$ cat config.mk
export PLATFORM = sky130hd
export DESIGN_NAME = bank_router
export DESIGN_NICKNAME = d
export VERILOG_FILES = /design/src/verilog/iigs_mem_pkg.sv /design/src/verilog/bank_router.sv
export SDC_FILE = /design/constraint.sdc
export NUM_CORES = 1
export LEC_CHECK = 0
export BUFFER_PORTS_ARGS = -buffer_cell sky130_fd_sc_hd__buf_4
export CAP_MARGIN = 40
export CORE_MARGIN = 3
export CORE_UTILIZATION = 32
export CTS_CLUSTER_DIAMETER = 60
export DETAILED_ROUTE_END_ITERATION = 6
export GPL_TIMING_DRIVEN = 0
export PLACE_DENSITY_LB_ADDON = 0.2
export REMOVE_ABC_BUFFERS = 1
export SYNTH_ARGS = -nofsm -noshare
export SYNTH_HDL_FRONTEND = slang
export SYNTH_SLANG_ARGS = --single-unit
export TNS_END_PERCENT = 20
$ cat constraint.sdc
create_clock -name clk_sys -period 3.5 [get_ports clk_sys]
set_input_delay 0.7 -clock clk_sys [delete_from_list [all_inputs] [get_ports clk_sys]]
set_output_delay 0.7 -clock clk_sys [all_outputs]
set_load 0.02 [all_outputs]
$ cat src/verilog/iigs_mem_pkg.sv
package iigs_mem_pkg;

  // one CPU access as it leaves the 65816 side of the bus
  typedef struct packed {
    logic [7:0]  bank;
    logic [15:0] addr;
    logic [7:0]  wdata;
    logic        we;
  } bus_req_t;

  // read data returned with rsp_valid, meaningless for a write
  typedef struct packed {
    logic [7:0] rdata;
  } bus_rsp_t;

  // slow RAM byte access, the address is {bank[0], addr}
  typedef struct packed {
    logic [16:0] addr;
    logic [7:0]  wdata;
    logic        we;
  } ram_req_t;

  // one display byte together with the slow RAM address it came from
  typedef struct packed {
    logic [16:0] addr;
    logic [7:0]  data;
  } vid_byte_t;

  typedef enum logic [1:0] {
    REG_FAST,
    REG_SLOW,
    REG_SLOT,
    REG_NONE
  } region_e;

  // slot 7 device select window
  localparam logic [15:0] SLOT_BASE = 16'hC0F0;
  localparam logic [15:0] SLOT_LAST = 16'hC0FF;

  // shadowed display pages and the start of the I/O space
  localparam logic [15:0] TEXT_LO = 16'h0400;
  localparam logic [15:0] TEXT_HI = 16'h07FF;
  localparam logic [15:0] HGR1_LO = 16'h2000;
  localparam logic [15:0] HGR1_HI = 16'h3FFF;
  localparam logic [15:0] HGR2_LO = 16'h4000;
  localparam logic [15:0] HGR2_HI = 16'h5FFF;
  localparam logic [15:0] IO_LO   = 16'hC000;

  // floating bus value seen on an access that hits nothing
  localparam logic [7:0] UNMAPPED_DATA = 8'h80;

endpackage
$ cat src/verilog/bank_router.sv
`timescale 1ns/10ps

module bank_router #(
  parameter int FAST_BANK_BITS = 2
) (
  input  logic                        clk_sys,
  input  logic                        rst,
  input  logic                        cpu_req,
  input  iigs_mem_pkg::bus_req_t      cpu_bus,
  input  logic [7:0]                  shadow,
  input  logic                        slot7_ext,
  output logic                        rsp_valid,
  output iigs_mem_pkg::bus_rsp_t      rsp,
  output logic                        fast_en,
  output logic                        fast_we,
  output logic [16+FAST_BANK_BITS-1:0] fast_addr,
  output logic [7:0]                  fast_wdata,
  input  logic [7:0]                  fast_rdata,
  output logic                        slot_sel,
  output logic                        slot_we,
  output logic [3:0]                  slot_idx,
  output logic [7:0]                  slot_wdata,
  input  logic [7:0]                  slot_rdata,
  output logic                        slow_req,
  output iigs_mem_pkg::ram_req_t      slow_bus,
  input  logic                        slow_done,
  input  logic [7:0]                  slow_rdata
);

  import iigs_mem_pkg::*;

  localparam int FAST_BANKS = 1 << FAST_BANK_BITS;

  logic    bank_lo;
  logic    bank_io;
  logic    aux_ok;
  logic    shadow_hit;
  region_e region;
  region_e region_q;
  logic    busy;

  // banks 00/01 are the shadowed ones, E0/E1 also see the I/O page
  assign bank_lo = (cpu_bus.bank == 8'h00) || (cpu_bus.bank == 8'h01);
  assign bank_io = bank_lo || (cpu_bus.bank == 8'hE0) || (cpu_bus.bank == 8'hE1);

  // bank 01 display pages only shadow when the aux inhibit bit is low
  assign aux_ok = (cpu_bus.bank == 8'h00) || !shadow[4];

  // shadow bits are inhibits, so a cleared bit sends the page to slow RAM
  assign shadow_hit = bank_lo && (
    ((cpu_bus.addr >= IO_LO) && shadow[6]) ||
    ((cpu_bus.addr >= TEXT_LO) && (cpu_bus.addr <= TEXT_HI) && !shadow[0] && aux_ok) ||
    ((cpu_bus.addr >= HGR1_LO) && (cpu_bus.addr <= HGR1_HI) && !shadow[1] && aux_ok) ||
    ((cpu_bus.addr >= HGR2_LO) && (cpu_bus.addr <= HGR2_HI) && !shadow[2] && aux_ok));

  // decode in priority order, slot window first
  always_comb
  begin
    if (bank_io && slot7_ext && (cpu_bus.addr >= SLOT_BASE) && (cpu_bus.addr <= SLOT_LAST))
      region = REG_SLOT;
    else if ((cpu_bus.bank == 8'hE0) || (cpu_bus.bank == 8'hE1) || shadow_hit)
      region = REG_SLOW;
    else if (int'(cpu_bus.bank) < FAST_BANKS)
      region = REG_FAST;
    else
      region = REG_NONE;
  end

  // request side, each target only sees a strobe for its own region
  assign fast_en    = cpu_req && (region == REG_FAST);
  assign fast_we    = cpu_bus.we;
  assign fast_addr  = {cpu_bus.bank[FAST_BANK_BITS-1:0], cpu_bus.addr};
  assign fast_wdata = cpu_bus.wdata;

  assign slot_sel   = cpu_req && (region == REG_SLOT);
  assign slot_we    = cpu_bus.we;
  assign slot_idx   = cpu_bus.addr[3:0];
  assign slot_wdata = cpu_bus.wdata;

  assign slow_req       = cpu_req && (region == REG_SLOW);
  assign slow_bus.addr  = {cpu_bus.bank[0], cpu_bus.addr};
  assign slow_bus.wdata = cpu_bus.wdata;
  assign slow_bus.we    = cpu_bus.we;

  // hold the region until the access completes
  // fast, slot and unmapped finish next cycle, slow waits for slow_done
  always_ff @(posedge clk_sys)
  begin
    if (rst)
    begin
      busy     <= 1'b0;
      region_q <= REG_NONE;
    end
    else if (cpu_req)
    begin
      busy     <= 1'b1;
      region_q <= region;
    end
    else if (rsp_valid)
      busy <= 1'b0;
  end

  assign rsp_valid = busy && ((region_q != REG_SLOW) || slow_done);

  // return path mux, unmapped reads see the floating bus value
  always_comb
  begin
    case (region_q)
      REG_FAST: rsp.rdata = fast_rdata;
      REG_SLOW: rsp.rdata = slow_rdata;
      REG_SLOT: rsp.rdata = slot_rdata;
      default:  rsp.rdata = UNMAPPED_DATA;
    endcase
  end

endmodule

==> reports/metrics.cfg <==
[synth]
ys_warn_count = 0
yosysMostFrequentCell = buf_4
avgSynthCellArea_um2 = 7.507
synth_top_area_cell = buf_4
ys_seq_area_share_pct = 6.061
synth_edf_count = 0
syn_inst = 132
synthFlopType = dfxtp_1
ys_async_sr_fraction_pct = 0
yosys-top-cells-area = buf_4 50%, mux2i_1 7.1%, dfxtp_1 6.1%
ys_ff_latch = 3
synth_area_um2 = 991.0
synth_top_cell_area_share_pct = 50.00
synth_common_cells = 66 x buf_4, 8 x nand2_1, 8 x o21ai_0, 7 x mux2i_1, 4 x a21oi_1
yosysUniqueCellTypes = 30

[detailed_routing]
drt_iter0_drc = 11
vias = 947
route.antenna.remaining_nets = 0
drc = 0
firstDrtPassIters = 2
wl_per_cell_um = 16.91
viasPerCell = 4.984
drt_wl_total_mm = 3.212

[min_path]
holdPathStages = 2
hold_class = register to register
whs_endpoint = busy
hp-start = busy

[placed_design]
gp_congestion = 0.6497
dp.final_hpwl_mm = 2.857
placed_cells = 186
io_buffers = 92
place_area_um2 = 1211

[job]
cap_violations = 0

[clock_tree]
post-cts-setup-buffers = 0
cts_tree = done
cts-htree-levels = 1
numCtsBuffers = 3
cts_root_buf = clkbuf_4
hold_buffers = 0
clockBufferDepth = 2
ctsResizeCount = 0
cts.sinks = 3
cts.reportedPaths.clkPinSlew_ps = 30
clk_latency_ps = 230

[floorplanning]
num_io_pins = 148
die_y_um = 61.65
core_um2 = 2853
start_util_pct = 34.74
rows = 19
die_w_um = 61.65
die-area_um2 = 3801

[timing]
hold_viol = 0
max_freq_mhz = 395.3
rsz0062_at_grt = false
drv_slew = 0
worstMarginPinSlew_ps = 640.7
fin_worst_skew_ps = 1.497
period_minus_slack_ps = 2530
setup_viol = 0
finalSetupTns_ps = 0
slew_headroom_pct = 57.20
fin_crit_sh_pct = 72.28

[cells_and_area]
design_area_um2 = 1237
nets = 230
drive_gt1_share_pct = 63.52
layoutNonFillerInstCount = 190
diodes = 0
fin_util_pct = 43.38
area_growth_pct = 24.87

[worst_setup_path]
r2r_end = busy
r2r_slack_ps = 2050
start_kind = input port
critPathArrivalTime_ps = 1830
critPathKind = input port to primary output
rr_startpoint = region_q[0]
rr_worst_depth = 3
crit_path_max_fanout = 4
cp.required_ps = 2800
end_kind = primary output

[global_routing]
grt_pass1_vias = 849
antenna_found_initial = 0
grt_usage_pct = 14.57
grt_pass1_wl_mm = 4.043
grt_max_degree = 12
grt-ovfl-total = 0

[status]
outcome = finished, final reports clean

[pwr]
pwr_density_cell_nw_per_um2 = 185.4
leakage_nw = 0.6612
vdd_drop_max_mv = 0.08659

## state kept, by name, indices dropped and copies added, names as in the netlist
name	cells
region_q	2
busy	1
## routing by layer
metal | GRT usage, % | vias up | part of all wire, %
li1 | - | 441 | -
met1 | 15.59 | 391 | 35
met2 | 21.67 | 111 | 39
met3 | 11.11 | 4 | 24
met4 | 3.636 | 0 | 1.6
met5 | 10.00 | - | 0
## cells in the final DEF, fill, tap and decap left out, drive strengths merged
| cell | Yosys | layout |
|---|---|---|
| buf | 68 | 92 |
| nand2 | 8 | 8 |
| o21ai | 8 | 8 |
| mux2i | 7 | 7 |
| a21oi | 4 | 4 |
| clkbuf | 1 | 4 |
| nor3 | 4 | 4 |
| nor2b | 3 | 3 |
| inv | 3 | 3 |
| nor3b | 3 | 3 |
| dfxtp | 3 | 3 |
| a211oi | 3 | 3 |
| nor2 | 2 | 2 |
| nand4b | 2 | 2 |
| nor4 | 2 | 2 |
| nand3 | 2 | 2 |
| and4b | 1 | 1 |
| and4bb | 1 | 1 |
| and3 | 1 | 1 |
| o31ai | 1 | 1 |
| a211o | 1 | 1 |
| a21boi | 1 | 1 |
| or3 | 1 | 1 |
| o31a | 1 | 1 |
| a31oi | 1 | 1 |
## cell type report
class / instances / area (µm²)
flip-flops and latches: 3 / 60.06
fillers: 301 / 1615
multi-input cells: 57 / 410.4
well taps: 31 / 38.79
inverters: 3 / 11.26
clock buffers: 4 / 26.28
repair buffers: 92 / 690.7
## kinds of logic (layout without fill, tap and decap cells)
| family | after synthesis | count (layout) | synth area share (%) |
|---|---|---|---|
| buf+inv | 72 | 99 | 52.53 |
| compound gates | 20 | 20 | 14.14 |
| simple gates | 30 | 30 | 20.20 |
| mux | 7 | 7 | 7.071 |
| flops | 3 | 3 | 6.061 |
## through the flow
stage / total power (W) / hold WS [ps] / setup WS, ps
floorplan: 0.00006005 / 454.2 / 1008
global placement: 0.0001699 / 472.2 / 956.5
detailed placement: 0.0001718 / 497.9 / 966.0
CTS: 0.0002325 / 537.1 / 951.3
global route: 0.0002417 / 570.8 / 855.6
finish: 0.0002295 / 528.9 / 970.3
## critical path, stage by stage
cell and delay [ps]:
buf_4 120, nor3b_1 140, a211o_1 310, a211oi_2 250, nor2b_1 170, buf_4 150
## how the worst max path moves through the flow
stage	slack, ps	startpoint	to
after CTS	950	cpu_bus[19]	fast_en
after floorplan	1010	cpu_bus[18]	slot_sel
after global routing	860	cpu_bus[19]	fast_en
final	970	cpu_bus[19]	fast_en
after detailed placement	970	cpu_bus[19]	fast_en
after global placement	960	cpu_bus[19]	fast_en
## power by group
part	total, W	internal [W]	switching [W]
registers	0.0000378	0.0000357	0.00000206
clock network	0.0000594	0.0000427	0.0000167
logic	0.000132	0.0000723	0.0000600
Note: power is estimated with default switching activity, not from simulation.
