**config.mk**
```make
export PLATFORM = sky130hd
export DESIGN_NAME = slow_ram_arbiter
export DESIGN_NICKNAME = d
export VERILOG_FILES = /design/src/verilog/iigs_mem_pkg.sv /design/src/verilog/slow_ram_arbiter.sv
export SDC_FILE = /design/constraint.sdc
export NUM_CORES = 1
export LEC_CHECK = 0
export BUFFER_PORTS_ARGS = -buffer_cell sky130_fd_sc_hd__buf_2
export CAP_MARGIN = 20
export CORE_MARGIN = 5
export CORE_UTILIZATION = 39
export CTS_BUF_LIST = sky130_fd_sc_hd__clkbuf_8 sky130_fd_sc_hd__clkbuf_16
export DETAILED_ROUTE_END_ITERATION = 10
export GPL_TIMING_DRIVEN = 0
export PLACE_DENSITY = 0.75
export SYNTH_ARGS = -nofsm -noshare
export SYNTH_HDL_FRONTEND = slang
export SYNTH_SLANG_ARGS = --single-unit
```
**constraint.sdc**
```tcl
create_clock -name clk_sys -period 1 [get_ports clk_sys]
set_clock_uncertainty 0.1 [all_clocks]
set_input_delay 0.05 -clock clk_sys [delete_from_list [all_inputs] [get_ports clk_sys]]
set_output_delay 0.05 -clock clk_sys [all_outputs]
set_load 0.05 [all_outputs]
```
**src/verilog/iigs_mem_pkg.sv**
```systemverilog
package iigs_mem_pkg;

  // one CPU access as it leaves the 65816 side of the bus
  typedef struct packed {
    logic [7:0]  bank;
    logic [15:0] addr;
    logic [7:0]  wdata;
    logic        we;
  } bus_req_t;

  // read data returned with rsp_valid, meaningless for a write
  typedef struct packed {
    logic [7:0] rdata;
  } bus_rsp_t;

  // slow RAM byte access, the address is {bank[0], addr}
  typedef struct packed {
    logic [16:0] addr;
    logic [7:0]  wdata;
    logic        we;
  } ram_req_t;

  // one display byte together with the slow RAM address it came from
  typedef struct packed {
    logic [16:0] addr;
    logic [7:0]  data;
  } vid_byte_t;

  typedef enum logic [1:0] {
    REG_FAST,
    REG_SLOW,
    REG_SLOT,
    REG_NONE
  } region_e;

  // slot 7 device select window
  localparam logic [15:0] SLOT_BASE = 16'hC0F0;
  localparam logic [15:0] SLOT_LAST = 16'hC0FF;

  // shadowed display pages and the start of the I/O space
  localparam logic [15:0] TEXT_LO = 16'h0400;
  localparam logic [15:0] TEXT_HI = 16'h07FF;
  localparam logic [15:0] HGR1_LO = 16'h2000;
  localparam logic [15:0] HGR1_HI = 16'h3FFF;
  localparam logic [15:0] HGR2_LO = 16'h4000;
  localparam logic [15:0] HGR2_HI = 16'h5FFF;
  localparam logic [15:0] IO_LO   = 16'hC000;

  // floating bus value seen on an access that hits nothing
  localparam logic [7:0] UNMAPPED_DATA = 8'h80;

endpackage
```
**src/verilog/slow_ram_arbiter.sv**
```systemverilog
`timescale 1ns/10ps

module slow_ram_arbiter (
  input  logic                   clk_sys,
  input  logic                   rst,
  input  logic                   cpu_req,
  input  iigs_mem_pkg::ram_req_t cpu_bus,
  output logic                   cpu_done,
  input  logic                   vid_req,
  input  logic [16:0]            vid_addr,
  output logic                   vid_done,
  output logic                   ram_en,
  output logic                   ram_we,
  output logic [16:0]            ram_addr,
  output logic [7:0]             ram_wdata
);

  import iigs_mem_pkg::*;

  logic     pend;
  ram_req_t pend_bus;
  ram_req_t cpu_src;
  logic     grant_vid;
  logic     grant_cpu;

  // video always wins, the CPU takes the port on any free cycle
  assign grant_vid = vid_req;
  assign grant_cpu = !vid_req && (pend || cpu_req);

  // a request that lost last cycle is served from the holding register
  assign cpu_src = pend ? pend_bus : cpu_bus;

  // video only ever reads
  assign ram_en    = grant_vid || grant_cpu;
  assign ram_we    = grant_cpu && cpu_src.we;
  assign ram_addr  = grant_vid ? vid_addr : cpu_src.addr;
  assign ram_wdata = cpu_src.wdata;

  // done strobes line up with the registered RAM output
  always_ff @(posedge clk_sys)
  begin
    if (rst)
    begin
      pend     <= 1'b0;
      cpu_done <= 1'b0;
      vid_done <= 1'b0;
    end
    else
    begin
      cpu_done <= grant_cpu;
      vid_done <= grant_vid;
      if (cpu_req && vid_req)
        pend <= 1'b1;
      else if (grant_cpu)
        pend <= 1'b0;
    end
  end

  // one slot is enough since the CPU keeps a single access outstanding
  always_ff @(posedge clk_sys)
  begin
    if (cpu_req)
      pend_bus <= cpu_bus;
  end

endmodule

```
==> results of run 1 <==
==> layout make-up <==
class / count / area share (%)
Clock buffer: 6 / 3.143
Timing Repair Buffer: 106 / 32.10
Clock inverter: 2 / 0.2857
Multi-Input combinational cell: 67 / 28.00
Sequential cell: 29 / 32.05
Tap cell: 46 / 2.190
Buffer: 7 / 2.238
==> worst max path at each step <==
stage          cells past startpoint          end  slack, ns    start
5_1_grt                            4  ram_addr[4]      -0.64     pend
4_1_cts                            5       ram_we      -0.59     pend
3_5_place_dp                       5  ram_addr[4]      -0.41  vid_req
3_3_place_gp                       5  ram_addr[6]      -0.37  vid_req
2_1_floorplan                      4       ram_we      -0.25     pend
6_report                           5       ram_we      -0.57     pend
==> sequential cells by signal, indices dropped and copies added, names as in the netlist <==
register and cells:
pend_bus 26, cpu_done 1, pend 1, vid_done 1
==> where the power goes <==
part	internal (mW)	switching, mW	total (mW)
Sequential	1.42	0.0430	1.47
Combinational	0.486	0.651	1.14
Clock	0.540	0.428	0.968
==> per-layer routing <==
| layer | up-vias | part of all wire, % | GRT usage (%) | wire length (µm) |
|---|---|---|---|---|
| met5 | - | 0 | 0 | 0 |
| li1 | 608 | - | - | - |
| met4 | 0 | 1.8 | 10.17 | 78 |
| met3 | 9 | 5.5 | 5.186 | 239 |
| met2 | 51 | 58 | 38.38 | 2543 |
| met1 | 611 | 34 | 18.81 | 1492 |
==> cells in the final DEF, fill, tap and decap left out, drive strengths merged <==
| master | synthesis | final |
|---|---|---|
| a21oi | 1 | 1 |
| buf | 6 | 83 |
| clkbuf | 1 | 8 |
| dfxtp | 3 | 3 |
| dlygate4sd3 | 0 | 28 |
| edfxtp | 26 | 26 |
| inv | 0 | 2 |
| mux2 | 8 | 8 |
| mux2i | 17 | 17 |
| nand2 | 18 | 18 |
| nand3b | 1 | 1 |
| nor2 | 1 | 1 |
| nor2b | 2 | 2 |
| nor3 | 1 | 1 |
| o21ai | 17 | 17 |
| or3 | 1 | 1 |
==> what timing repair did <==
| item | 4_1_cts | 5_1_grt |
|---|---|---|
| endpoints found under the hold margin | 29 | 0 |
| cloned | 1 | 0 |
| hold buffers | 28 | 0 |
| setup buffers | 2 | 0 |
| endpoints found under the setup margin | 28 | 30 |
| pin swaps | 2 | 4 |
| gates resized for setup | 58 | 14 |
==> cell families (layout without fill, tap and decap cells) <==
group,Yosys count,count (layout),share of synthesized area (%)
AOI/OAI and AO/OA,18,18,6.710
buffers and inverters,7,121,3.634
DFF,29,29,62.63
muxes,25,25,19.38
and+or+nand+nor,24,24,7.641
==> metrics, run 1 <==
number of synthesized flops with an enable pin 26; unique cell type count in the Yosys netlist 17; Multi-input gate area 735.7 µm²; storage element area 842.1 µm²; Post-Route WL 4.354 mm; unrepaired setup endpoints after global routing true; Final #Nets 263; Seq/Total Area, Yosys 62.63%; Tot Pwr 3.571 mW; CP delay by family, top buffers and inverters; Routed Antenna Nets 0; CP endpoint kind primary output; IO Count 76; vias in the first global route 1373; Max-Cap Viols 0; CP Launch Type flip-flop; cell taking the most area after synthesis edfxtp_1; final hold violations 0; wire per inst 16.56 µm; worst r2r dst cpu_done; CTS tree yes; Slew Limit Headroom 56.25%; Final TNS setup -13.98 ns; # DRC 0; fmax 637.7 MHz; Area after DPL 1927 µm²; Inst Count DP 224; initial antenna violation count 0; Syn Nets 150; average size of a mapped cell 13.03 µm²; crit path DAT 1.42 ns; first-pass GRT wire length 6.465 mm; Initial Util 40.23%; clk buf depth 2; Clk pin slew, worst setup/hold paths 0.06 ns; largest net degree at the start of global routing 30; reg-to-reg slack, setup 0.01 ns; hold wc startpoint cpu_req; fin. max-slew vios 0; layout cells sized above 1 58.99%; setup slack at placement -0.4070 ns; ys async rst share 0%; worst hold endpoint pend_bus[11]; FP Rows 21; Design Area, Final 2628 µm²; Min-Delay Path Class in -> reg; GRT Util Overall 19.86%; cts bufs inserted 5; status finished with violations; worst reg-to-reg path cell count 4; mapped cell area 1343 µm²; Yosys top cell area share 58.15%; Crit Path Class reg -> out; Hold Crit Depth 1; post-layout util 78.74%; DR vias 1279; Pleak 1.079 nW; Worst-Margin Slew 0.6562 ns; Clock Latency Late Sink 0.27 ns; die area 4716 µm²; critical path's largest stage delay 0.32 ns; Die W 68.67 µm; gpl congestion 0.7270; Max IR drop VDD 0.001016 V; Sink Count 29; global route total overflow 0; CTS Root Cell clkbuf_8; setup violators final 27; Ant. Diodes 0; Crit path required time 0.85 ns; Pwr per Cell Area 1359 nW/µm²; slowest stage cell on the critical path dfxtp_2; worst setup margin -0.5681 ns; DRT iter0 DRCs 41; number of synthesis warnings 0; minimum clock period after layout 1.568 ns; critical path peak fanout 5; top-count cell post-synth edfxtp_1; final std cells w/o fill 263; Via density 4.863; Top cell by count, worst path buf_6; DIE HEIGHT 68.67 µm; failing checks setup timing; drt pass-1 iters 4; final worst path period share 156.8%; core area 3337 µm²; main flop type after synthesis edfxtp_1; hold slack 0.2463 ns; P&R area growth vs syn 95.71%; PortBufs 75; worst-path cell chain buf_6 > buf_16 > nand3b_1 > a21oi_4 > buf_6; Critical R2R Launch pend; post-detail-place hpwl 2.717 mm; Syn Inst Count 103; #FFs+latches synth 29; Post-synth top cells edfxtp_1 (26), nand2_1 (18), mux2i_1 (17); fillers 216; crit path buf inv count 3; top cells by area in the synthesized netlist edfxtp_1 (58%), mux2i_1 (13%), mux2_2 (6.7%); htree depth 2
Power figures use the tool's default switching activity.
==> run 2: changes to the inputs <==
- CORE_MARGIN: 5 -> 4
- SETUP_SLACK_MARGIN: default -> 0.5
==> metrics, run 2 (synthesis results as in run 1) <==
status finished with violations; failing checks hold timing, setup timing; Final #Nets 235 (-11%); storage element area 849.6 µm² (+0.89%); Max-Cap Viols 0 (unchanged); IO Count 76 (unchanged); fmax 644.1 MHz (+1.0%); Combinational Power Share 30.8% (-1.0 points); vias in the first global route 1176 (-14%); Area after DPL 1934 µm² (+0.39%); cts bufs inserted 5 (unchanged); htree depth 2 (unchanged); Ant. Diodes 0 (unchanged); hold slack -0.1556 ns (-0.4019 ns); Sink Count 29 (unchanged); # DRC 0 (unchanged); drt pass-1 iters 4 (unchanged); wire per inst 15.74 µm (-4.9%); GRT Util Overall 17.79% (-2.1 points); core area 3337 µm² (unchanged); Crit path required time 0.85 ns (about the same); final worst path period share 155.3% (-1.6 points); DRT met1 WL 1.355 mm (-9.2%); Worst-Margin Slew 0.5192 ns (-0.1371 ns); worst setup path endpoint ram_addr[10]; CTS tree yes; Critical Path Start pend; Via density 4.783 (-1.6%); Die W 66.67 µm (-2.9%); die area 4445 µm² (-5.7%); CP Launch Type flip-flop; Crit Path Class reg -> out; Multi-input gate area 747.0 µm² (+1.5%); worst r2r dst cpu_done; PortBufs 75 (unchanged); post-detail-place hpwl 2.504 mm (-7.8%); Clk pin slew, worst setup/hold paths 0.06 ns (about the same); Initial Util 40.23% (unchanged); worst reg-to-reg path cell count 5 (+1); clk buf depth 2 (unchanged); layout cells sized above 1 71.43% (+12 points); metal2 WL 1.989 mm (-22%); Post-Route WL 3.700 mm (-15%); WL met3 262 µm (+9.6%); Tot Pwr 3.380 mW (-5.4%); Max IR drop VDD 0.0008498 V (-16%); Design Area, Final 2359 µm² (-10%); Max Used Layer met4; internal power 2.293 mW (-6.4%); switching portion of total power 32.15% (+0.73 points); Pwr per Cell Area 1433 nW/µm² (+5.4%); largest net degree at the start of global routing 30 (unchanged); Clock Latency Late Sink 0.28 ns (about the same); global route total overflow 0 (unchanged); P&R area growth vs syn 75.68%; initial antenna violation count 0 (unchanged); critical path peak fanout 5 (unchanged); setup slack at placement -0.4231 ns (-0.01606 ns); Clk pwr share 25.8% (-1.3 points); Slew Limit Headroom 65.39% (+9.1 points); sequential share of power 43.4% (+2.3 points); fillers 236 (+9.3%); reg-to-reg slack, setup -0.09 ns (-0.10 ns); Min-Delay Path Class in -> reg; gpl congestion 0.7369 (+1.4%); final hold violations 29 (+29); most flop-heavy register pend_bus; worst setup margin -0.5526 ns (+0.01556 ns); FP Rows 21 (unchanged); P_sw 1.087 mW (-3.1%); max FFs per register 26 (unchanged); Critical R2R Launch pend; commonest non-fill, non-tap cell in the layout buf_2; DIE HEIGHT 66.67 µm (-2.9%); unrepaired setup endpoints after global routing true; DR vias 1124 (-12%); crit path DAT 1.40 ns (-0.02 ns); CTS Root Cell clkbuf_8; minimum clock period after layout 1.553 ns (-0.01556 ns); fin. max-slew vios 0 (unchanged); DRT iter0 DRCs 47 (+15%); setup violators final 29 (+7.4%); Pleak 0.9537 nW (-12%); Routed Antenna Nets 0 (unchanged); CP endpoint kind primary output; commonest non-fill, non-tap cells in the layout buf_2 (58), edfxtp_1 (26), buf_6 (21); first-pass GRT wire length 5.595 mm (-13%)
## run 2: layer usage
| metal | track usage, % | vias up |
|---|---|---|
| li1 | - | 555 |
| met1 | 18.78 | 514 |
| met2 | 31.93 | 48 |
| met3 | 5.228 | 7 |
| met4 | 8.629 | 0 |
| met5 | 0 | - |
## run 2: critical path, cell delays in order, from the launching register on
cell and delay (ns):
dfxtp_2 0.34, buf_6 0.13, buf_12 0.15, mux2i_4 0.26, o21ai_4 0.07, buf_6 0.17
## run 2: worst min path at each step
stage                     to  slack (ns)  from  cells past startpoint
finish              vid_done       -0.16   rst                      2
global route        cpu_done       -0.17   rst                      2
CTS                 vid_done       -0.17   rst                      2
detailed placement  vid_done        0.13   rst                      2
global placement    vid_done        0.13   rst                      2
floorplan           cpu_done        0.02   rst                      1
## run 2: power groups by stage
stage / clock network (mW) / logic, mW / registers, mW
after floorplan: 0 / 0.589 / 1.48
after global placement: 0 / 0.823 / 1.46
after detailed placement: 0 / 0.842 / 1.47
after CTS: 0.892 / 1.01 / 1.46
after global routing: 0.957 / 1.09 / 1.47
final: 0.873 / 1.04 / 1.47
## run 2: cell type report
class / instances / share of cell area [%]
well taps: 46 / 2.440
clock inverters: 3 / 0.4775
flip-flops and latches: 29 / 36.02
repair buffers: 78 / 23.82
multi-input cells: 67 / 31.67
clock buffers: 5 / 2.918
plain buffers: 7 / 2.653
## run 2: repair_timing
item / 4_1_cts / 5_1_grt
setup endpoints to repair: 57 / 31
cloned: 1 / 0
buffers inserted: 1 / 1
resized for setup: 64 / 12
pin swaps: 2 / 1
hold endpoints to repair: 29 / 29
## run 2: per-stage QoR
step	cells	TNS, ns	util (%)
final	235	-14.21	70.68
after global routing	235	-15.77	70.68
after CTS	234	-14.59	69.07
after detailed placement	224	-8.678	57.97
after global placement	224	-7.885	57.97
after floorplan	103	-4.420	-
