--- src/verilog/iigs_mem_pkg.sv ---
package iigs_mem_pkg;

  // one CPU access as it leaves the 65816 side of the bus
  typedef struct packed {
    logic [7:0]  bank;
    logic [15:0] addr;
    logic [7:0]  wdata;
    logic        we;
  } bus_req_t;

  // read data returned with rsp_valid, meaningless for a write
  typedef struct packed {
    logic [7:0] rdata;
  } bus_rsp_t;

  // slow RAM byte access, the address is {bank[0], addr}
  typedef struct packed {
    logic [16:0] addr;
    logic [7:0]  wdata;
    logic        we;
  } ram_req_t;

  // one display byte together with the slow RAM address it came from
  typedef struct packed {
    logic [16:0] addr;
    logic [7:0]  data;
  } vid_byte_t;

  typedef enum logic [1:0] {
    REG_FAST,
    REG_SLOW,
    REG_SLOT,
    REG_NONE
  } region_e;

  // slot 7 device select window
  localparam logic [15:0] SLOT_BASE = 16'hC0F0;
  localparam logic [15:0] SLOT_LAST = 16'hC0FF;

  // shadowed display pages and the start of the I/O space
  localparam logic [15:0] TEXT_LO = 16'h0400;
  localparam logic [15:0] TEXT_HI = 16'h07FF;
  localparam logic [15:0] HGR1_LO = 16'h2000;
  localparam logic [15:0] HGR1_HI = 16'h3FFF;
  localparam logic [15:0] HGR2_LO = 16'h4000;
  localparam logic [15:0] HGR2_HI = 16'h5FFF;
  localparam logic [15:0] IO_LO   = 16'hC000;

  // floating bus value seen on an access that hits nothing
  localparam logic [7:0] UNMAPPED_DATA = 8'h80;

endpackage
--- src/verilog/video_fetcher.sv ---
`timescale 1ns/10ps

module video_fetcher #(
  parameter int          VID_INTERVAL = 4,
  parameter logic [16:0] VID_BASE     = 17'h1_2000,
  parameter int          VID_LEN      = 64
) (
  input  logic                    clk_sys,
  input  logic                    rst,
  input  logic                    vid_enable,
  output logic                    vid_req,
  output logic [16:0]             vid_addr,
  input  logic                    vid_done,
  input  logic [7:0]              ram_rdata,
  output logic                    vid_valid,
  output iigs_mem_pkg::vid_byte_t vid_out
);

  localparam int          CNT_W    = $clog2(VID_INTERVAL);
  localparam logic [16:0] VID_LAST = 17'(VID_BASE + VID_LEN - 1);

  logic [CNT_W-1:0] cnt;
  logic [16:0]      ptr;
  logic [16:0]      last_addr;

  // interval counter, the strobe fires VID_INTERVAL cycles after enable
  // and the pointer restarts at the window base whenever video is off
  always_ff @(posedge clk_sys)
  begin
    if (rst || !vid_enable)
    begin
      cnt     <= '0;
      ptr     <= VID_BASE;
      vid_req <= 1'b0;
    end
    else
    begin
      vid_req <= (cnt == CNT_W'(VID_INTERVAL - 1));
      cnt     <= (cnt == CNT_W'(VID_INTERVAL - 1)) ? '0 : cnt + 1'b1;
      if (vid_req)
        ptr <= (ptr == VID_LAST) ? VID_BASE : ptr + 17'd1;
    end
  end

  // keep the issued address so it survives a pointer reset in flight
  always_ff @(posedge clk_sys)
  begin
    if (vid_req)
      last_addr <= ptr;
  end

  assign vid_addr = ptr;

  // slow RAM data is already registered, deliver it on the done strobe
  assign vid_valid     = vid_done;
  assign vid_out.addr  = last_addr;
  assign vid_out.data  = ram_rdata;

endmodule

--- config.mk ---
export PLATFORM = sky130hd
export DESIGN_NAME = video_fetcher
export DESIGN_NICKNAME = d
export VERILOG_FILES = /design/src/verilog/iigs_mem_pkg.sv /design/src/verilog/video_fetcher.sv
export SDC_FILE = /design/constraint.sdc
export NUM_CORES = 1
export LEC_CHECK = 0
export BUFFER_PORTS_ARGS = -buffer_cell sky130_fd_sc_hd__buf_2
export CORE_MARGIN = 10
export CORE_UTILIZATION = 45
export CTS_CLUSTER_DIAMETER = 60
export CTS_CLUSTER_SIZE = 10
export DETAILED_ROUTE_END_ITERATION = 8
export PLACE_DENSITY = 0.74
export REMOVE_ABC_BUFFERS = 1
export SLEW_MARGIN = 40
export SYNTH_ARGS = -nofsm -noshare
export SYNTH_HDL_FRONTEND = slang
export SYNTH_SLANG_ARGS = --single-unit
--- constraint.sdc ---
create_clock -name clk_sys -period 6.05 [get_ports clk_sys]
set_input_delay 0.3025 -clock clk_sys [delete_from_list [all_inputs] [get_ports clk_sys]]
set_output_delay 0.3025 -clock clk_sys [all_outputs]
set_load 0.005 [all_outputs]
==> flow_summary_export.csv, run 1 <==
group,metric,value,unit
synthesis,netlist_area,0.00149,sq mm
placed_design,gp_congestion,0.891,
floorplanning,die_area,0.00601,sq mm
detailed_routing,detail_route.wirelength,2.92,mm
floorplanning,rows,20,
synthesis,synth_warnings,0,
timing,drv_slew,0,
synthesis,ys_seq_elements,37,
clock_tree,clock-sinks,37,
synthesis,yosys-mux-area-fraction,0.672,%
detailed_routing,vias_per_cell,5.04,
timing,fin_crit_sh,35.0,%
clock_tree,cts_tree,"done",
synthesis,yosys.area.top_type_share,34.3,%
clock_tree,cts_root_buf,"clkbuf_4",
synthesis,synth_cell_types,30,
timing,finalHoldViolations,0,
final_layout,fin_cells,201,
setup_path,critPathMaxFanout,24,
flow_run,cap_viol_max_count,0,
synthesis,yosysMostFrequentCell,"dfxtp_1",
floorplanning,die_height,77.5,microns
final_layout,area_growth,14.2,%
clock_tree,clk_latency,0.33,ns
placed_design,dp_hpwl,2.12,mm
detailed_routing,vias,1013,
global_route,antenna_found_initial,0,
floorplanning,start_util,48.0,%
setup_path,worstPathArrival,2.34,ns
detailed_routing,drt_first_pass_iters,4,
synthesis,yosys.area_share.simple,20.0,%
timing,fmaxAchievable,472,MHz
synthesis,synth_compound_area_share,2.86,%
pwr,vdd_drop_max,0.0888,mV
clock_tree,ctsLongestPathBuffers,2,
detailed_routing,drc,0,
detailed_routing,drt_iter0_drc,83,
placed_design,place_inst,193,
timing,min_period,2.12,ns
final_layout,drive_gt1_share,32.5,%
final_layout,final_nets,170,
synthesis,syn_avg_cell_area,12.0,sq um
synthesis,netlist_instances,124,
synthesis,synth_area_leaders,"edfxtp_1 (34%), dfxtp_1 (27%), xnor2_1 (5.9%), buf_4 (4.5%), nor2_1 (4.3%)",
pwr,p_total,383,uW
setup_path,end_kind,"flip-flop",
floorplanning,ios,56,
clock_tree,h-tree-depth,2,
hold_path,hold_class,"in2reg",
synthesis,synthAdderAreaFrac,1.68,%
setup_path,critPathKind,"reg2reg",
placed_design,place_area,0.00165,sq mm
clock_tree,postCtsSetupBuffers,0,
global_route,grt_use_total,9.90,%
global_route,grt_max_degree,25,
synthesis,yosysSeqAreaShare,61.2,%
synthesis,synth-xor-area-share,7.65,%
global_route,gr-total-overflow,0,
final_layout,stdcell_area,0.00170,sq mm
timing,rsz0062_at_grt,"no",
placed_design,port_buffers,37,
setup_path,cp_data_required_time,6.27,ns
detailed_routing,wl_per_cell,14.5,microns
timing,finalSetupTns,0,ns
floorplanning,core_area,0.00310,sq mm
synthesis,synth-edff-count,17,
synthesis,synth_flop_cell,"dfxtp_1",
setup_path,startpoint_type,"flip-flop",
status,status,"completed",
detailed_routing,ant_nets,0,
synthesis,synth_area_leader_cell,"edfxtp_1",
floorplanning,die_w,77.5,microns
clock_tree,path_clk_slew,0.10,ns
synthesis,synthArstFlopShare,0,%
clock_tree,ctsHoldBuffers,0,
clock_tree,cts_resized,0,
timing,setup_viol,0,
synthesis,synth_top_family_by_area,"simple AND/OR/NAND/NOR gates",
synthesis,synth_common_cells,"dfxtp_1 (20), edfxtp_1 (17), nor2_1 (17)",
timing,worst_pin_slew,0.586,ns
pwr,p_per_area,225,mW/mm^2
pwr,p_leak,0.000641,uW
timing,fin_skew,0.00737,ns
global_route,grt_pass1_vias,973,
global_route,grt_pass1_wl,4.71,mm
final_layout,antennaDiodeCount,0,
clock_tree,cts_made_buffers,5,
timing,slew_headroom,61.0,%
-- worst paths after layout --
path,slack [ns],endpoint,cells after the start,startpoint
max,3.93,vid_addr[16],4,vid_req
min,0.27,vid_req,3,vid_enable
max reg2reg,3.93,vid_addr[16],4,vid_req
min reg2reg,0.44,cnt[0],1,cnt[0]
-- sequential cells by signal (all words and copies together) (netlist names) --
signal	count
last_addr	17
vid_addr	17
cnt	2
vid_req	1
-- per-stage QoR --
step                      setup slack (ns)  hold WS [ns]  util [%]
after floorplan                       3.86         0.408         -
after global placement                3.67         0.416      53.1
after detailed placement              3.94         0.427      53.1
after CTS                             3.93         0.271      54.8
after global routing                  3.79         0.309      54.8
final                                 3.93         0.274      54.8
-- cell type report --
type,count,area [sq um]
Fill cell,280,1400
Sequential cell,37,912
Multi-Input combinational cell,73,489
Timing Repair Buffer,37,185
Tap cell,44,55.1
Clock buffer,6,41.3
Clock inverter,2,10.0
Inverter,2,7.51
-- metal layers --
metal  vias up  global-route usage, %  routed length [microns]
li1        502                      -                        -
met1       452                   9.19                     1140
met2        51                   15.9                     1410
met3         8                   5.41                      283
met4         0                   8.03                       92
met5         -                      0                        0
-- critical path: stages, from the launching register on --
cell	delay [ns]
dfxtp_2	0.71
nand3_2	0.19
or3_1	0.48
o31a_1	0.27
or3_1	0.35
-- cell families after synthesis --
| logic type | after synthesis |
|---|---|
| AOI/OAI and AO/OA | 6 |
| xor gates and xnor gates | 13 |
| adders and majority gates | 2 |
| buffers and inverters | 14 |
| DFF | 37 |
| muxes | 1 |
| and+or+nand+nor | 51 |
-- power breakdown --
part           switching (uW)  leakage [uW]  internal [uW]  total, uW
combinational            2.49      0.000284           1.66       4.15
sequential              0.517      0.000325            260        260
clock                    74.0     0.0000320           44.2        118
total                    77.0      0.000641            306        383
-- cell usage in the layout (no fill, tap or decap), drive strengths merged, types with 3 or more instances in the layout --
cell    netlist  final
dfxtp        20     20
nor2         17     17
buf          11     37
nand3         5      5
nor4          7      7
xnor2        10     10
edfxtp       17     17
clkbuf        1      6
nand4         5      5
or3           3      3
xor2          3      3
nand2         5      5
(Power assumes the default switching activity.)
==> run 2: changes to the inputs <==
--- a/config.mk
+++ b/config.mk
@@ -7,7 +7,7 @@
 export LEC_CHECK = 0
 export BUFFER_PORTS_ARGS = -buffer_cell sky130_fd_sc_hd__buf_2
 export CORE_MARGIN = 10
-export CORE_UTILIZATION = 45
+export CORE_UTILIZATION = 43
 export CTS_CLUSTER_DIAMETER = 60
 export CTS_CLUSTER_SIZE = 10
 export DETAILED_ROUTE_END_ITERATION = 8
==> constraint.sdc (replaced) <==
create_clock -name clk_sys -period 1.9 [get_ports clk_sys]
set_input_delay 0.095 -clock clk_sys [delete_from_list [all_inputs] [get_ports clk_sys]]
set_output_delay 0.095 -clock clk_sys [all_outputs]
set_load 0.005 [all_outputs]
==> flow_summary_export.csv, run 2 (synthesis results as in run 1) <==
group,metric,value,unit
setup_path,crit_start,"vid_addr[0]",
hold_path,hold_class,"in2reg",
detailed_routing,detail_route.wirelength,3.03,mm
pwr,vdd_drop_max,0.228,mV
detailed_routing,ant_nets,0,
final_layout,layout_common_cells,"buf_2 (37), dfxtp_1 (20), nor2_1 (17), edfxtp_1 (17), xnor2_1 (10)",
clock_tree,ctsLongestPathBuffers,2,
status,status,"completed",
timing,drv_slew,0,
placed_design,place_area,0.00170,sq mm
pwr,intPower,967,uW
placed_design,port_buffers,37,
floorplanning,start_util,44.6,%
final_layout,mostFrequentLayoutCell,"buf_2",
placed_design,dp_hpwl,2.29,mm
setup_path,cp_data_required_time,2.13,ns
pwr,switching_share,20.2,%
setup_path,startpoint_type,"flip-flop",
pwr,p_per_area,692,mW/mm^2
floorplanning,die_height,78.8,microns
clock_tree,clock-sinks,37,
floorplanning,die_area,0.00622,sq mm
placed_design,pre_cts_ws,0.0620,ns
hold_path,min_from,"vid_enable",
setup_path,critPathKind,"reg2reg",
final_layout,fillCellCount,310,
setup_path,crit_chain,"ha_1, nand3_2, or3_4, o31a_1, or3_1",
pwr,p_leak,0.000653,uW
pwr,clkPwrFrac,30.4,%
detailed_routing,drc,0,
final_layout,antennaDiodeCount,0,
final_layout,drive_gt1_share,34.4,%
final_layout,stdcell_area,0.00175,sq mm
flow_run,cap_viol_max_count,0,
clock_tree,ctsHoldBuffers,0,
global_route,antenna_found_initial,0,
clock_tree,cts_made_buffers,5,
global_route,grt_pass1_wl,4.85,mm
final_layout,multi_input_area,494,sq um
timing,setup_viol,0,
timing,finalHoldViolations,0,
final_layout,seqCellArea,911,sq um
timing,finalSetupTns,0,ns
setup_path,slowest_stage,"or3_4",
placed_design,gp_congestion,0.884,
global_route,gr-total-overflow,0,
setup_path,end_kind,"flip-flop",
timing,fin_crit_sh,95.7,%
clock_tree,cts_tree,"done",
timing,slew_headroom,77.1,%
clock_tree,h-tree-depth,2,
detailed_routing,drt_first_pass_iters,4,
final_layout,fin_util,52.5,%
clock_tree,postCtsSetupBuffers,0,
final_layout,area_growth,17.6,%
pwr,power_frac_seq,68.4,%
detailed_routing,wl_per_cell,14.5,microns
floorplanning,die_w,78.8,microns
floorplanning,ios,56,
detailed_routing,vias,1066,
timing,setup_slack,0.0825,ns
timing,fmaxAchievable,550,MHz
timing,worst_pin_slew,0.341,ns
floorplanning,core_area,0.00334,sq mm
pwr,p_sw,244,uW
global_route,grt_pass1_vias,1035,
setup_path,crit_path_max_incr_delay,0.44,ns
timing,rsz0062_at_grt,"no",
setup_path,worstPathArrival,2.04,ns
clock_tree,clk_latency,0.34,ns
clock_tree,cts_root_buf,"clkbuf_4",
setup_path,regToRegSetupSlack,0.08,ns
setup_path,regToRegStartpoint,"vid_addr[0]",
global_route,grt_use_total,9.93,%
clock_tree,cts_resized,0,
detailed_routing,drt_iter0_drc,64,
pwr,combPwrFrac,1.2,%
timing,min_period,1.82,ns
timing,fin_skew,0.00867,ns
final_layout,final_nets,176,
clock_tree,path_clk_slew,0.10,ns
global_route,grt_max_degree,18,
detailed_routing,vias_per_cell,5.10,
setup_path,critPathMaxFanout,5,
floorplanning,rows,21,
run 2: cell count changes in the layout (fill, tap and decap cells not counted), sizes merged:
cell | before | now
buf | 37 | 43
clkbuf | 6 | 5
clkinv | 2 | 3
run 2: metal layers:
| metal | vias to the layer above | routed length [microns] | track usage (%) |
|---|---|---|---|
| met3 | 3 | 333 | 6.19 |
| met5 | - | 0 | 0 |
| met4 | 0 | 29 | 5.73 |
| li1 | 513 | - | - |
| met2 | 47 | 1480 | 15.9 |
| met1 | 503 | 1190 | 9.66 |
run 2: worst max-delay path, delay by kind of cell (launching register included):
kind,cells,cell delay [ns]
adders and majority gates,1,0.22
AOI/OAI and AO/OA,1,0.24
and+or+nand+nor,3,0.89
DFF,1,0.35
run 2: cell type report:
| type | instances | share of cell area (%) |
|---|---|---|
| clock buffer | 5 | 2.14 |
| clock inverter | 3 | 0.715 |
| inverter | 2 | 0.429 |
| multi-input combinational | 73 | 28.2 |
| sequential | 37 | 52.0 |
| tap | 46 | 3.29 |
| timing repair buffer | 43 | 13.2 |
run 2: power by group through the flow:
stage | sequential [uW] | clock (uW) | combinational, uW
after floorplan | 847 | 0 | 8.46
after global placement | 847 | 0 | 14.0
after detailed placement | 847 | 0 | 14.4
after CTS | 829 | 384 | 14.5
after global routing | 829 | 414 | 16.7
final | 829 | 368 | 14.3
run 2: path summary, 6_finish.rpt:
kind,endpoint,cells past startpoint
worst max register to register,vid_addr[16],5
worst min register to register,cnt[0],1
worst min-delay path,cnt[0],3
worst max-delay path,vid_addr[16],5
run 2: metrics by stage:
step                      total power (uW)  hold WS (ns)  cells
after detailed placement               861         0.190    201
after floorplan                        856         0.190    112
final                                 1210        0.0939    209
after global routing                  1260         0.110    209
after CTS                             1230        0.0836    209
after global placement                 861         0.190    201
