===== src/verilog/slot_regs.sv =====
`timescale 1ns/10ps

module slot_regs (
  input  logic       clk_sys,
  input  logic       rst,
  input  logic       sel,
  input  logic       we,
  input  logic [3:0] idx,
  input  logic [7:0] wdata,
  output logic [7:0] rdata
);

  // sixteen device registers at $C0F0..$C0FF
  logic [7:0] regs [16];

  // the card comes out of reset with every register cleared
  always_ff @(posedge clk_sys)
  begin
    if (rst)
    begin
      for (int i = 0; i < 16; i++)
        regs[i] <= 8'h00;
    end
    else if (sel && we)
      regs[idx] <= wdata;
  end

  // read data is ready the cycle after the device select
  always_ff @(posedge clk_sys)
  begin
    if (sel)
      rdata <= regs[idx];
  end

endmodule


===== config.mk =====
export PLATFORM = sky130hd
export DESIGN_NAME = slot_regs
export DESIGN_NICKNAME = d
export VERILOG_FILES = /design/src/verilog/slot_regs.sv
export SDC_FILE = /design/constraint.sdc
export NUM_CORES = 1
export LEC_CHECK = 0
export BUFFER_PORTS_ARGS = -buffer_cell sky130_fd_sc_hd__buf_2
export CAP_MARGIN = 25
export CORE_MARGIN = 8
export CORE_UTILIZATION = 30
export CTS_BUF_LIST = sky130_fd_sc_hd__clkbuf_4 sky130_fd_sc_hd__clkbuf_8
export DETAILED_ROUTE_END_ITERATION = 6
export GPL_TIMING_DRIVEN = 0
export PLACE_DENSITY = 0.42
export SETUP_SLACK_MARGIN = 0.1
export SLEW_MARGIN = 10
export SYNTH_ARGS = -nofsm -noshare
export SYNTH_HDL_FRONTEND = slang
export SYNTH_SLANG_ARGS = --single-unit

===== constraint.sdc =====
create_clock -name clk_sys -period 2 [get_ports clk_sys]
set_input_delay 0.1 -clock clk_sys [delete_from_list [all_inputs] [get_ports clk_sys]]
set_output_delay 0.1 -clock clk_sys [all_outputs]
set_load 0.02 [all_outputs]

==> results of run 1 <==
## worst paths after layout
check         startpoint  endpoint  slack (ns)  depth (start not counted)
max reg2reg   regs[1][1]  rdata[1]        0.24                          3
max           regs[1][1]  rdata[1]        0.24                          3
min                  sel  rdata[6]        0.05                          1
min reg2reg  regs[15][0]  rdata[0]        0.77                          3
## power breakdown
group / internal (W) / switching, W
combinational: 0.000192 / 0.000329
sequential: 0.00329 / 0.0000369
clock: 0.00159 / 0.00106
total: 0.00508 / 0.00142
## cells by family (layout without fill, tap and decap cells)
family,count (synthesis),in the layout,share of synthesized area (%)
muxes,32,32,12.5
DFF,136,136,67.6
and+or+nand+nor,184,184,12.0
AOI/OAI and AO/OA,32,32,3.98
buffers and inverters,33,85,3.87
## worst max-delay path, stage by stage (launching register included)
cell	delay, ns
edfxtp_1	0.36
mux4_1	0.53
a22oi_1	0.49
nand2_1	0.11
## routing by layer
layer | wire length (um) | vias up | GRT usage [%] | part of all wire (%)
met5 | 0 | - | 0 | 0
met4 | 88 | 0 | 3.13 | 0.54
met3 | 707 | 4 | 3.36 | 4.3
met2 | 8220 | 66 | 23.1 | 50
met1 | 7330 | 1767 | 18.2 | 45
li1 | - | 1616 | - | -
## registers in the layout (all words and copies together), names as in the netlist
register / count
rdata: 8
regs: 128
## metrics by stage
step | cell area (um2) | cells | setup WS (ns) | total power [W]
after floorplan | 6040 | 417 | 0.299 | 0.00371
after global placement | 6480 | 707 | -0.243 | 0.00392
after detailed placement | 6480 | 707 | -0.292 | 0.00393
after CTS | 6940 | 738 | 0.193 | 0.00658
after global routing | 6950 | 739 | 0.159 | 0.00672
final | 6950 | 739 | 0.240 | 0.00650
## layout make-up
type	count	area [um2]
Inverter	1	3.75
Tap cell	270	338
Sequential cell	136	4080
Clock inverter	14	230
Timing Repair Buffer	21	108
Buffer	32	230
Clock buffer	17	234
Fill cell	1995	13000
Multi-Input combinational cell	248	1720
## cells in the final DEF, fill, tap and decap left out
cell type   instances
nand3b_1            1
mux4_1              9
nor3_1              1
clkinv_4            1
clkinv_1            1
buf_4               5
mux4_2             23
clkbuf_1            7
a22oi_1            16
nor2_1            130
a21o_1              8
clkbuf_8           17
clkinv_2            3
buf_6              11
edfxtp_1          136
nor2b_1             2
nand2b_1            3
o21bai_1            8
inv_1               1
and2_1              1
nand2_1            41
clkinvlp_4          3
or3_1               2
buf_2              30
or2_2               2
bufinv_16           6
nand4b_1            1
==> summary.md, run 1 <==
| Metric | Value |
|---|---|
| Gate count of the mapped netlist | about 420 |
| First-pass GRT wire length | roughly 24,000 um |
| Die area | 0.0249 mm2 |
| Hold Fails Final Rpt | 0 |
| Tcrit/Tclk final | slightly below 90% |
| Placer Congestion | about 0.8 |
| Synth top cells by count | edfxtp_1 (136), nor2_1 (130), nand2_1 (41) |
| # Post-CTS Setup Buffers | 0 |
| Final Setup Violations | 0 |
| Max VDD drop | approximately 0.57 mV |
| CP startpoint kind | flop |
| Synth area leader | edfxtp_1 |
| # hold bufs at CTS | 0 |
| WP data required | about 2.2 ns |
| Least-Margin Pin Slew | roughly 0.96 ns |
| Placed wire-length estimate | roughly 11,000 um |
| Max cap viols | 0 |
| Final setup skew | roughly 0.017 ns |
| Synth area leaders | edfxtp_1 (68%), mux4_2 (8.6%), nor2_1 (8.1%) |
| Setup total negative slack | 0 ns |
| Fin util | 34.8% |
| Synth Cell Area | around 0.0060 mm2 |
| Total GRT Usage | between 10 and 15% |
| Total Nets Final | around 470 |
| Diodes inserted | 0 |
| Pleak | 2.27 nW |
| Post-synth top area share | roughly two thirds |
| Seq/Total Area, Yosys | roughly two thirds |
| Top FF cell, synth | edfxtp_1 |
| CTS Buf Count | 17 |
| Final slew viol count | 0 |
| Number of detailed-route iterations in the first pass | 4 |
| Worst-Skew Late Latency | 0.44 ns |
| Worst rel slew slack | a little over a third |
| Die Y | about 160 um |
| CTS clk-pin slew, worst paths | roughly 0.080 ns |
| Highest clock rate | between 500 and 600 MHz |
| Drt wl/cell | 22.1 um |
| Global route overflow | 0 |
| Unrepaired setup endpoints after global routing | false |
| Vias per inst | ~4.7 |
| I/O Buffers | 20 |
| Initial Utilization | a little under a third |
| Post-synth ARST share | 0% |
| Power Density | slightly above 900 mW/mm2 |
| Vias in the first global route | approximately 3,800 |
| 1st-iter DRT viols | 248 |
| Synth warn | 0 |
| H-tree depth | 4 |
| CTS tree | yes |
| Tmin final | between 1.5 and 2 ns |
| PostCTS Resize Cnt | 0 |
| Worst hold path class | in -> reg |
| Post-synth EDFFs | 136 |
| Rows | 52 |
| Area Overhead vs Synth | 15.1% |
| Crit-path max FO | 1 |
| Status | completed |
| Area of the core | about 0.02 mm2 |
| Largest net degree at the start of global routing | 17 |
| Share of cells above drive strength 1 | approximately 22% |
| Via Count | 3,453 |
| Setup crit end kind | flop |
| Crit Path Class | reg -> reg |
| DRC | 0 |
| Antenna violations before repair | 0 |
| Seq cells post-synth | between 100 and 150 |
| Root buf cell | clkbuf_8 |
| Syn Area/Cell | 14.5 um2 |
| Die width | between 150 and 200 um |
| Yosys cell types | 21 |
| Syn Nets | between 400 and 500 |
| Sink Count | 136 |
| CP arrival | slightly below 2 ns |
| Most frequent cell after synthesis | edfxtp_1 |
| # IOs | 24 |
| DRT Wirelength | roughly 16,000 um |
| Routed Antenna Nets | 0 |
| CTS max path bufs | 2 |
| Fin Hold WS | about 0.051 ns |
(Power assumes the default switching activity.)
==> run 2: changes to the inputs <==
--- a/config.mk
+++ b/config.mk
@@ -13,6 +13,7 @@
 export DETAILED_ROUTE_END_ITERATION = 6
 export GPL_TIMING_DRIVEN = 0
 export PLACE_DENSITY = 0.42
+export RECOVER_POWER = 100
 export SETUP_SLACK_MARGIN = 0.1
 export SLEW_MARGIN = 10
 export SYNTH_ARGS = -nofsm -noshare
==> summary.md, run 2 (synthesis gave the netlist of run 1 again) <==
| Metric | Value |
|---|---|
| Status | completed |
| Crit-path max FO | 10 (+9) |
| # Post-CTS Setup Buffers | 0 (unchanged) |
| H-tree depth | 4 (unchanged) |
| Worst reg2reg path endpoint | rdata[2] |
| Die width | 158 um (unchanged) |
| CTS max path bufs | 2 (unchanged) |
| First-pass GRT wire length | 24,000 um (unchanged) |
| DRT Wirelength | 16,400 um (+0.46%) |
| Critical Path Start | idx[3] |
| # hold bufs at CTS | 0 (unchanged) |
| Antenna violations before repair | 0 (unchanged) |
| Slack of the critical path | 0.210 ns (-0.0291 ns) |
| Most flops, register | regs |
| Register-to-register setup slack | 0.27 ns (+0.03 ns) |
| Die Y | 158 um (unchanged) |
| Tcrit/Tclk final | 89.5% (+1.5 points) |
| Number of detailed-route iterations in the first pass | 4 (unchanged) |
| Vias per inst | 4.67 (about the same) |
| CTS clk-pin slew, worst paths | 0.08 ns (about the same) |
| Setup crit end kind | flop |
| Worst hold path class | in -> reg |
| Area Overhead vs Synth | 14.1% |
| Final slew viol count | 0 (unchanged) |
| Max reg flops | 128 (unchanged) |
| Reg-to-Reg Start | regs[0][2] |
| Hold path start | sel |
| Highest clock rate | 559 MHz (-1.6%) |
| DRC | 0 (unchanged) |
| # IOs | 24 (unchanged) |
| Total GRT Usage | 14.0% (unchanged) |
| Most common cell after layout, fill and taps aside | edfxtp_1 |
| Drt wl/cell | 22.2 um (+0.46%) |
| Max VDD drop | 0.572 mV (+0.56%) |
| Unrepaired setup endpoints after global routing | false |
| Pleak | 2.20 nW (-2.9%) |
| Worst rel slew slack | 34.1% (-1.6 points) |
| Largest net degree at the start of global routing | 17 (unchanged) |
| Worst-Skew Late Latency | 0.43 ns (about the same) |
| Least-Margin Pin Slew | 0.986 ns (+0.0240 ns) |
| CTS tree | yes |
| Hold Fails Final Rpt | 0 (unchanged) |
| Die area | 0.0249 mm2 (unchanged) |
| Via Count | 3,451 (-0.058%) |
| CP startpoint kind | input pin |
| Area of the core | 0.0200 mm2 (unchanged) |
| Tmin final | 1.79 ns (+0.0291 ns) |
| Share of cells above drive strength 1 | 17.1% (-4.5 points) |
| WHS Path Cells | 1 (unchanged) |
| 1st-iter DRT viols | 260 (+4.8%) |
| Max cap viols | 0 (unchanged) |
| Final Setup Violations | 0 (unchanged) |
| Top Registers | regs: 128 flops, rdata: 8 flops |
| PostCTS Resize Cnt | 0 (unchanged) |
| CTS Buf Count | 17 (unchanged) |
| Diodes inserted | 0 (unchanged) |
| CP arrival | 1.87 ns (-0.06 ns) |
| Root buf cell | clkbuf_8 |
| Rows | 52 (unchanged) |
| Pre-CTS setup slack | -0.292 ns (unchanged) |
| Worst R2R Path Depth | 3 (unchanged) |
| Final setup skew | 0.0121 ns (-0.00445 ns) |
| I/O Buffers | 20 (unchanged) |
| Hold endpoint | rdata[6] |
| Initial Utilization | 30.2% (unchanged) |
| Placer Congestion | 0.796 (unchanged) |
| Global route overflow | 0 (unchanged) |
| Routed Antenna Nets | 0 (unchanged) |
| Total Nets Final | 473 (unchanged) |
| Power Density | 941 mW/mm2 (+0.59%) |
| Fin Hold WS | 0.0547 ns (+0.00361 ns) |
| Crit Path Class | in -> reg |
| WP data required | 2.08 ns (-0.09 ns) |
| Vias in the first global route | 3,755 (unchanged) |
| Fin util | 34.5% (-0.29 points) |
| Sink Count | 136 (unchanged) |
| Most frequent cells in the layout | edfxtp_1 (136), nor2_1 (130), nand2_1 (41) |
| Placed wire-length estimate | 11,100 um (unchanged) |
==> run 2: cell types whose count changed in the layout (fill, tap and decap cells not counted) <==
cell / previous run / this run
and2_1: 1 / 0
and2_0: 0 / 1
buf_2: 30 / 16
buf_6: 11 / 7
buf_4: 5 / 2
clkbuf_1: 7 / 28
==> run 2: worst max-delay path, stage by stage <==
cell and delay [ns]:
clkbuf_1 0.28, nor2b_1 0.21, clkbuf_1 0.35, clkbuf_1 0.45, a21o_1 0.48
==> run 2: stage by stage <==
step	cells	area, um2	TNS, ns	total power [W]
after global routing	739	6890	0	0.00671
after global placement	707	6480	-14.18	0.00392
after detailed placement	707	6480	-15.57	0.00393
final	739	6890	0	0.00648
after floorplan	417	6040	0	0.00371
after CTS	738	6940	0	0.00658
==> run 2: cell type report <==
type / instances / area [um2]
clock buffer: 17 / 234
multi-input combinational: 248 / 1720
buffer: 32 / 186
timing repair buffer: 21 / 92.6
sequential: 136 / 4080
inverter: 1 / 3.75
tap: 270 / 338
fill: 2009 / 13100
clock inverter: 14 / 230
==> run 2: power by group <==
part	switching, W	leakage [nW]	internal (W)	total, W
registers	0.0000376	1.30	0.00329	0.00333
clock network	0.00105	0.225	0.00159	0.00264
logic	0.000330	0.680	0.000180	0.000510
==> run 2: how the worst max path moves through the flow <==
stage / slack [ns] / end
floorplan: 0.30 / regs[14][0]
global placement: -0.24 / regs[2][5]
detailed placement: -0.29 / regs[7][3]
CTS: 0.19 / regs[7][1]
global route: 0.08 / regs[13][5]
finish: 0.21 / regs[8][2]
==> run 2: metal layers <==
metal  wire length, um  up-vias  part of all wire (%)  GRT usage, %
li1                  -     1616                     -             -
met1              7570     1763                    46          18.2
met2              8110       68                    49          23.1
met3               663        4                   4.0          3.36
met4                88        0                  0.54          3.13
met5                 0        -                     0             0
==> run 3: changes to the inputs <==
--- a/config.mk
+++ b/config.mk
@@ -5,13 +5,14 @@
 export SDC_FILE = /design/constraint.sdc
 export NUM_CORES = 1
 export LEC_CHECK = 0
+export ABC_AREA = 1
 export BUFFER_PORTS_ARGS = -buffer_cell sky130_fd_sc_hd__buf_2
 export CAP_MARGIN = 25
 export CORE_MARGIN = 8
 export CORE_UTILIZATION = 30
 export CTS_BUF_LIST = sky130_fd_sc_hd__clkbuf_4 sky130_fd_sc_hd__clkbuf_8
 export DETAILED_ROUTE_END_ITERATION = 6
-export GPL_TIMING_DRIVEN = 0
+export HOLD_SLACK_MARGIN = 0.03
 export PLACE_DENSITY = 0.42
 export RECOVER_POWER = 100
 export SETUP_SLACK_MARGIN = 0.1
==> summary.md, run 3 <==
| Metric | Value |
|---|---|
| Hold Fails Final Rpt | 0 (unchanged) |
| Global route overflow | 0 (unchanged) |
| Worst hold path class | in -> reg |
| Status | completed |
| Crit Path Class | in -> reg |
| CP arrival | 1.77 ns (-0.10 ns) |
| Placer Congestion | 0.802 (+0.82%) |
| CTS tree | yes |
| Crit-path slowest cell | nor3_1 |
| Initial Utilization | 30.2% (about the same) |
| Top FF cell, synth | edfxtp_1 |
| Seq cells post-synth | 136 (unchanged) |
| Final slew viol count | 0 (unchanged) |
| Pre-CTS setup slack | 0.214 ns (+0.506 ns) |
| CP startpoint kind | input pin |
| Post-synth EDFFs | 136 (unchanged) |
| WP data required | 2.13 ns (+0.05 ns) |
| Synth warn | 0 (unchanged) |
| DRT Wirelength | 17,000 um (+3.6%) |
| Vias in the first global route | 5,024 (+34%) |
| Total GRT Usage | 13.7% (-0.21 points) |
| Finished Layout Cells | 1,046 (+42%) |
| # Post-CTS Setup Buffers | 0 (unchanged) |
| Final setup skew | 0.0138 ns (+0.00178 ns) |
| Fill count | 2,256 (+12%) |
| Top delay family on crit path | simple AND/OR/NAND/NOR gates |
| Total Nets Final | 774 (+64%) |
| Worst rel slew slack | 43.7% (+9.6 points) |
| Least-Margin Pin Slew | 0.838 ns (-0.149 ns) |
| Largest net degree at the start of global routing | 33 (+16) |
| Worst-Skew Late Latency | 0.46 ns (+0.03 ns) |
| Reg-to-Reg Start | regs[13][1] |
| H-tree depth | 4 (unchanged) |
| Register-to-register setup slack | 0.78 ns (+0.51 ns) |
| PostCTS Resize Cnt | 0 (unchanged) |
| Pleak | 3.16 nW (+43%) |
| DRC | 0 (unchanged) |
| Top Registers | regs: 128 flops, rdata: 8 flops |
| Synth area leaders | edfxtp_1 (65%), nand2_1 (22%), nor2_1 (7.8%) |
| Most frequent cells in the layout | nand2_1 (377), edfxtp_1 (136), nor2_1 (131) |
| Number of detailed-route iterations in the first pass | 5 (+1) |
| Root buf cell | clkbuf_8 |
| Max VDD drop | 0.396 mV (-31%) |
| Worst reg2reg path endpoint | rdata[1] |
| Area of the core | 0.0208 mm2 (+4.2%) |
| Yosys cell types | 10 (-52%) |
| Syn Area/Cell | 8.82 um2 (-39%) |
| Hold path start | wdata[5] |
| Area Overhead vs Synth | 14.0% (about the same) |
| I/O Buffers | 23 (+15%) |
| Slowest stage delay, CP | 0.69 ns (+0.21 ns) |
| # IOs | 24 (unchanged) |
| Gate count of the mapped netlist | 713 (+71%) |
| Rows | 53 (+1.9%) |
| First-pass GRT wire length | 26,900 um (+12%) |
| Power Density | 831 mW/mm2 (-12%) |
| Most frequent cell after synthesis | nand2_1 |
| CTS max path bufs | 2 (unchanged) |
| Setup total negative slack | 0 ns (unchanged) |
| WHS Path Cells | 3 (+2) |
| Setup crit end kind | flop |
| Diodes inserted | 0 (unchanged) |
| Synth top cells by count | nand2_1 (377), edfxtp_1 (136), nor2_1 (131) |
| Share of cells above drive strength 1 | 8.82% (-8.2 points) |
| CP cell instances | clkbuf_1, nand3_1, nor3_1, nand2_1, nand2_1 |
| Placed wire-length estimate | 11,600 um (+4.5%) |
| Max reg flops | 128 (unchanged) |
| 1st-iter DRT viols | 294 (+13%) |
| CTS Buf Count | 17 (unchanged) |
| Sink Count | 136 (unchanged) |
| Synth area leader | edfxtp_1 |
| Worst R2R Path Depth | 8 (+5) |
| Die width | 161 um (+1.9%) |
| # hold bufs at CTS | 0 (unchanged) |
| Seq/Total Area, Yosys | 64.9% (-2.7 points) |
| Die area | 0.0259 mm2 (+3.7%) |
| Slack of the critical path | 0.353 ns (+0.143 ns) |
| Tcrit/Tclk final | 82.3% (-7.1 points) |
| Crit path buffers/inverters | 1 (-2) |
| Die Y | 161 um (+1.9%) |
| Drt wl/cell | 16.3 um (-27%) |
| Antenna violations before repair | 0 (unchanged) |
| Post-synth top area share | 64.9% (-2.7 points) |
| Synth Cell Area | 0.00629 mm2 (+4.2%) |
| CTS clk-pin slew, worst paths | 0.08 ns (about the same) |
| Post-route cell area | 0.00717 mm2 (+4.1%) |
| Most flops, register | regs |
| Area post-placement | 0.00691 mm2 (+6.7%) |
| Syn Nets | 729 (+68%) |
| Unrepaired setup endpoints after global routing | false |
| Vias per inst | 4.49 (-3.9%) |
| Tmin final | 1.65 ns (-0.143 ns) |
| Placed cell count | 1,014 (+43%) |
| Final Setup Violations | 0 (unchanged) |
| Via Count | 4,695 (+36%) |
| Max cap viols | 0 (unchanged) |
| Most common cell after layout, fill and taps aside | nand2_1 |
| Routed Antenna Nets | 0 (unchanged) |
| Highest clock rate | 607 MHz (+8.7%) |
| Crit path top cell by count | nand2_1 |
| Crit-path max FO | 8 (-2) |
| Hold endpoint | regs[9][5] |
| Post-synth ARST share | 0% (unchanged) |
==> run 3: layer usage <==
layer / part of all wire (%) / up-vias / track usage [%]
li1: - / 2318 / -
met1: 45 / 2258 / 16.6
met2: 49 / 97 / 23.7
met3: 4.0 / 22 / 3.28
met4: 1.6 / 0 / 4.67
met5: 0 / - / 0
==> run 3: worst max path at each step <==
stage,from,depth (start not counted),end
3_5_place_dp,idx[0],5,regs[9][4]
2_1_floorplan,rst,5,regs[2][0]
6_report,sel,5,regs[13][1]
5_1_grt,sel,5,regs[13][1]
3_3_place_gp,idx[0],5,regs[9][6]
4_1_cts,idx[0],5,regs[9][4]
==> run 3: cells by family (layout without fill, tap and decap cells) <==
| family | count (synthesis) | in the layout | synth area share (%) |
|---|---|---|---|
| flops | 136 | 136 | 64.9 |
| buf+inv | 64 | 122 | 4.04 |
| simple gates | 513 | 513 | 31.0 |
==> run 3: power by group <==
part / internal, W / leakage, nW / switching [W]
Combinational: 0.000149 / 1.69 / 0.000417
Clock: 0.000974 / 0.172 / 0.00108
Sequential: 0.00329 / 1.30 / 0.0000434
Total: 0.00442 / 3.16 / 0.00154
==> run 3: metrics by stage <==
step	hold WS, ns	total power [W]	utilization (%)
detailed placement	0.550	0.00399	33.2
CTS	0.119	0.00604	34.9
global route	0.189	0.00622	34.4
global placement	0.549	0.00398	33.2
finish	0.193	0.00596	34.4
floorplan	0.212	0.00374	-
==> run 3: worst min-delay path: stages <==
cell	delay (ns)
buf_2	0.07
inv_1	0.20
nor2_1	0.16
==> run 3: cell type report <==
type	count	area, um2	share of cell area [%]
Timing Repair Buffer	60	343	4.78
Multi-Input combinational cell	513	1940	27.0
Sequential cell	136	4080	56.9
Inverter	30	113	1.57
Clock buffer	18	241	3.37
Clock inverter	14	110	1.54
Tap cell	275	344	4.80
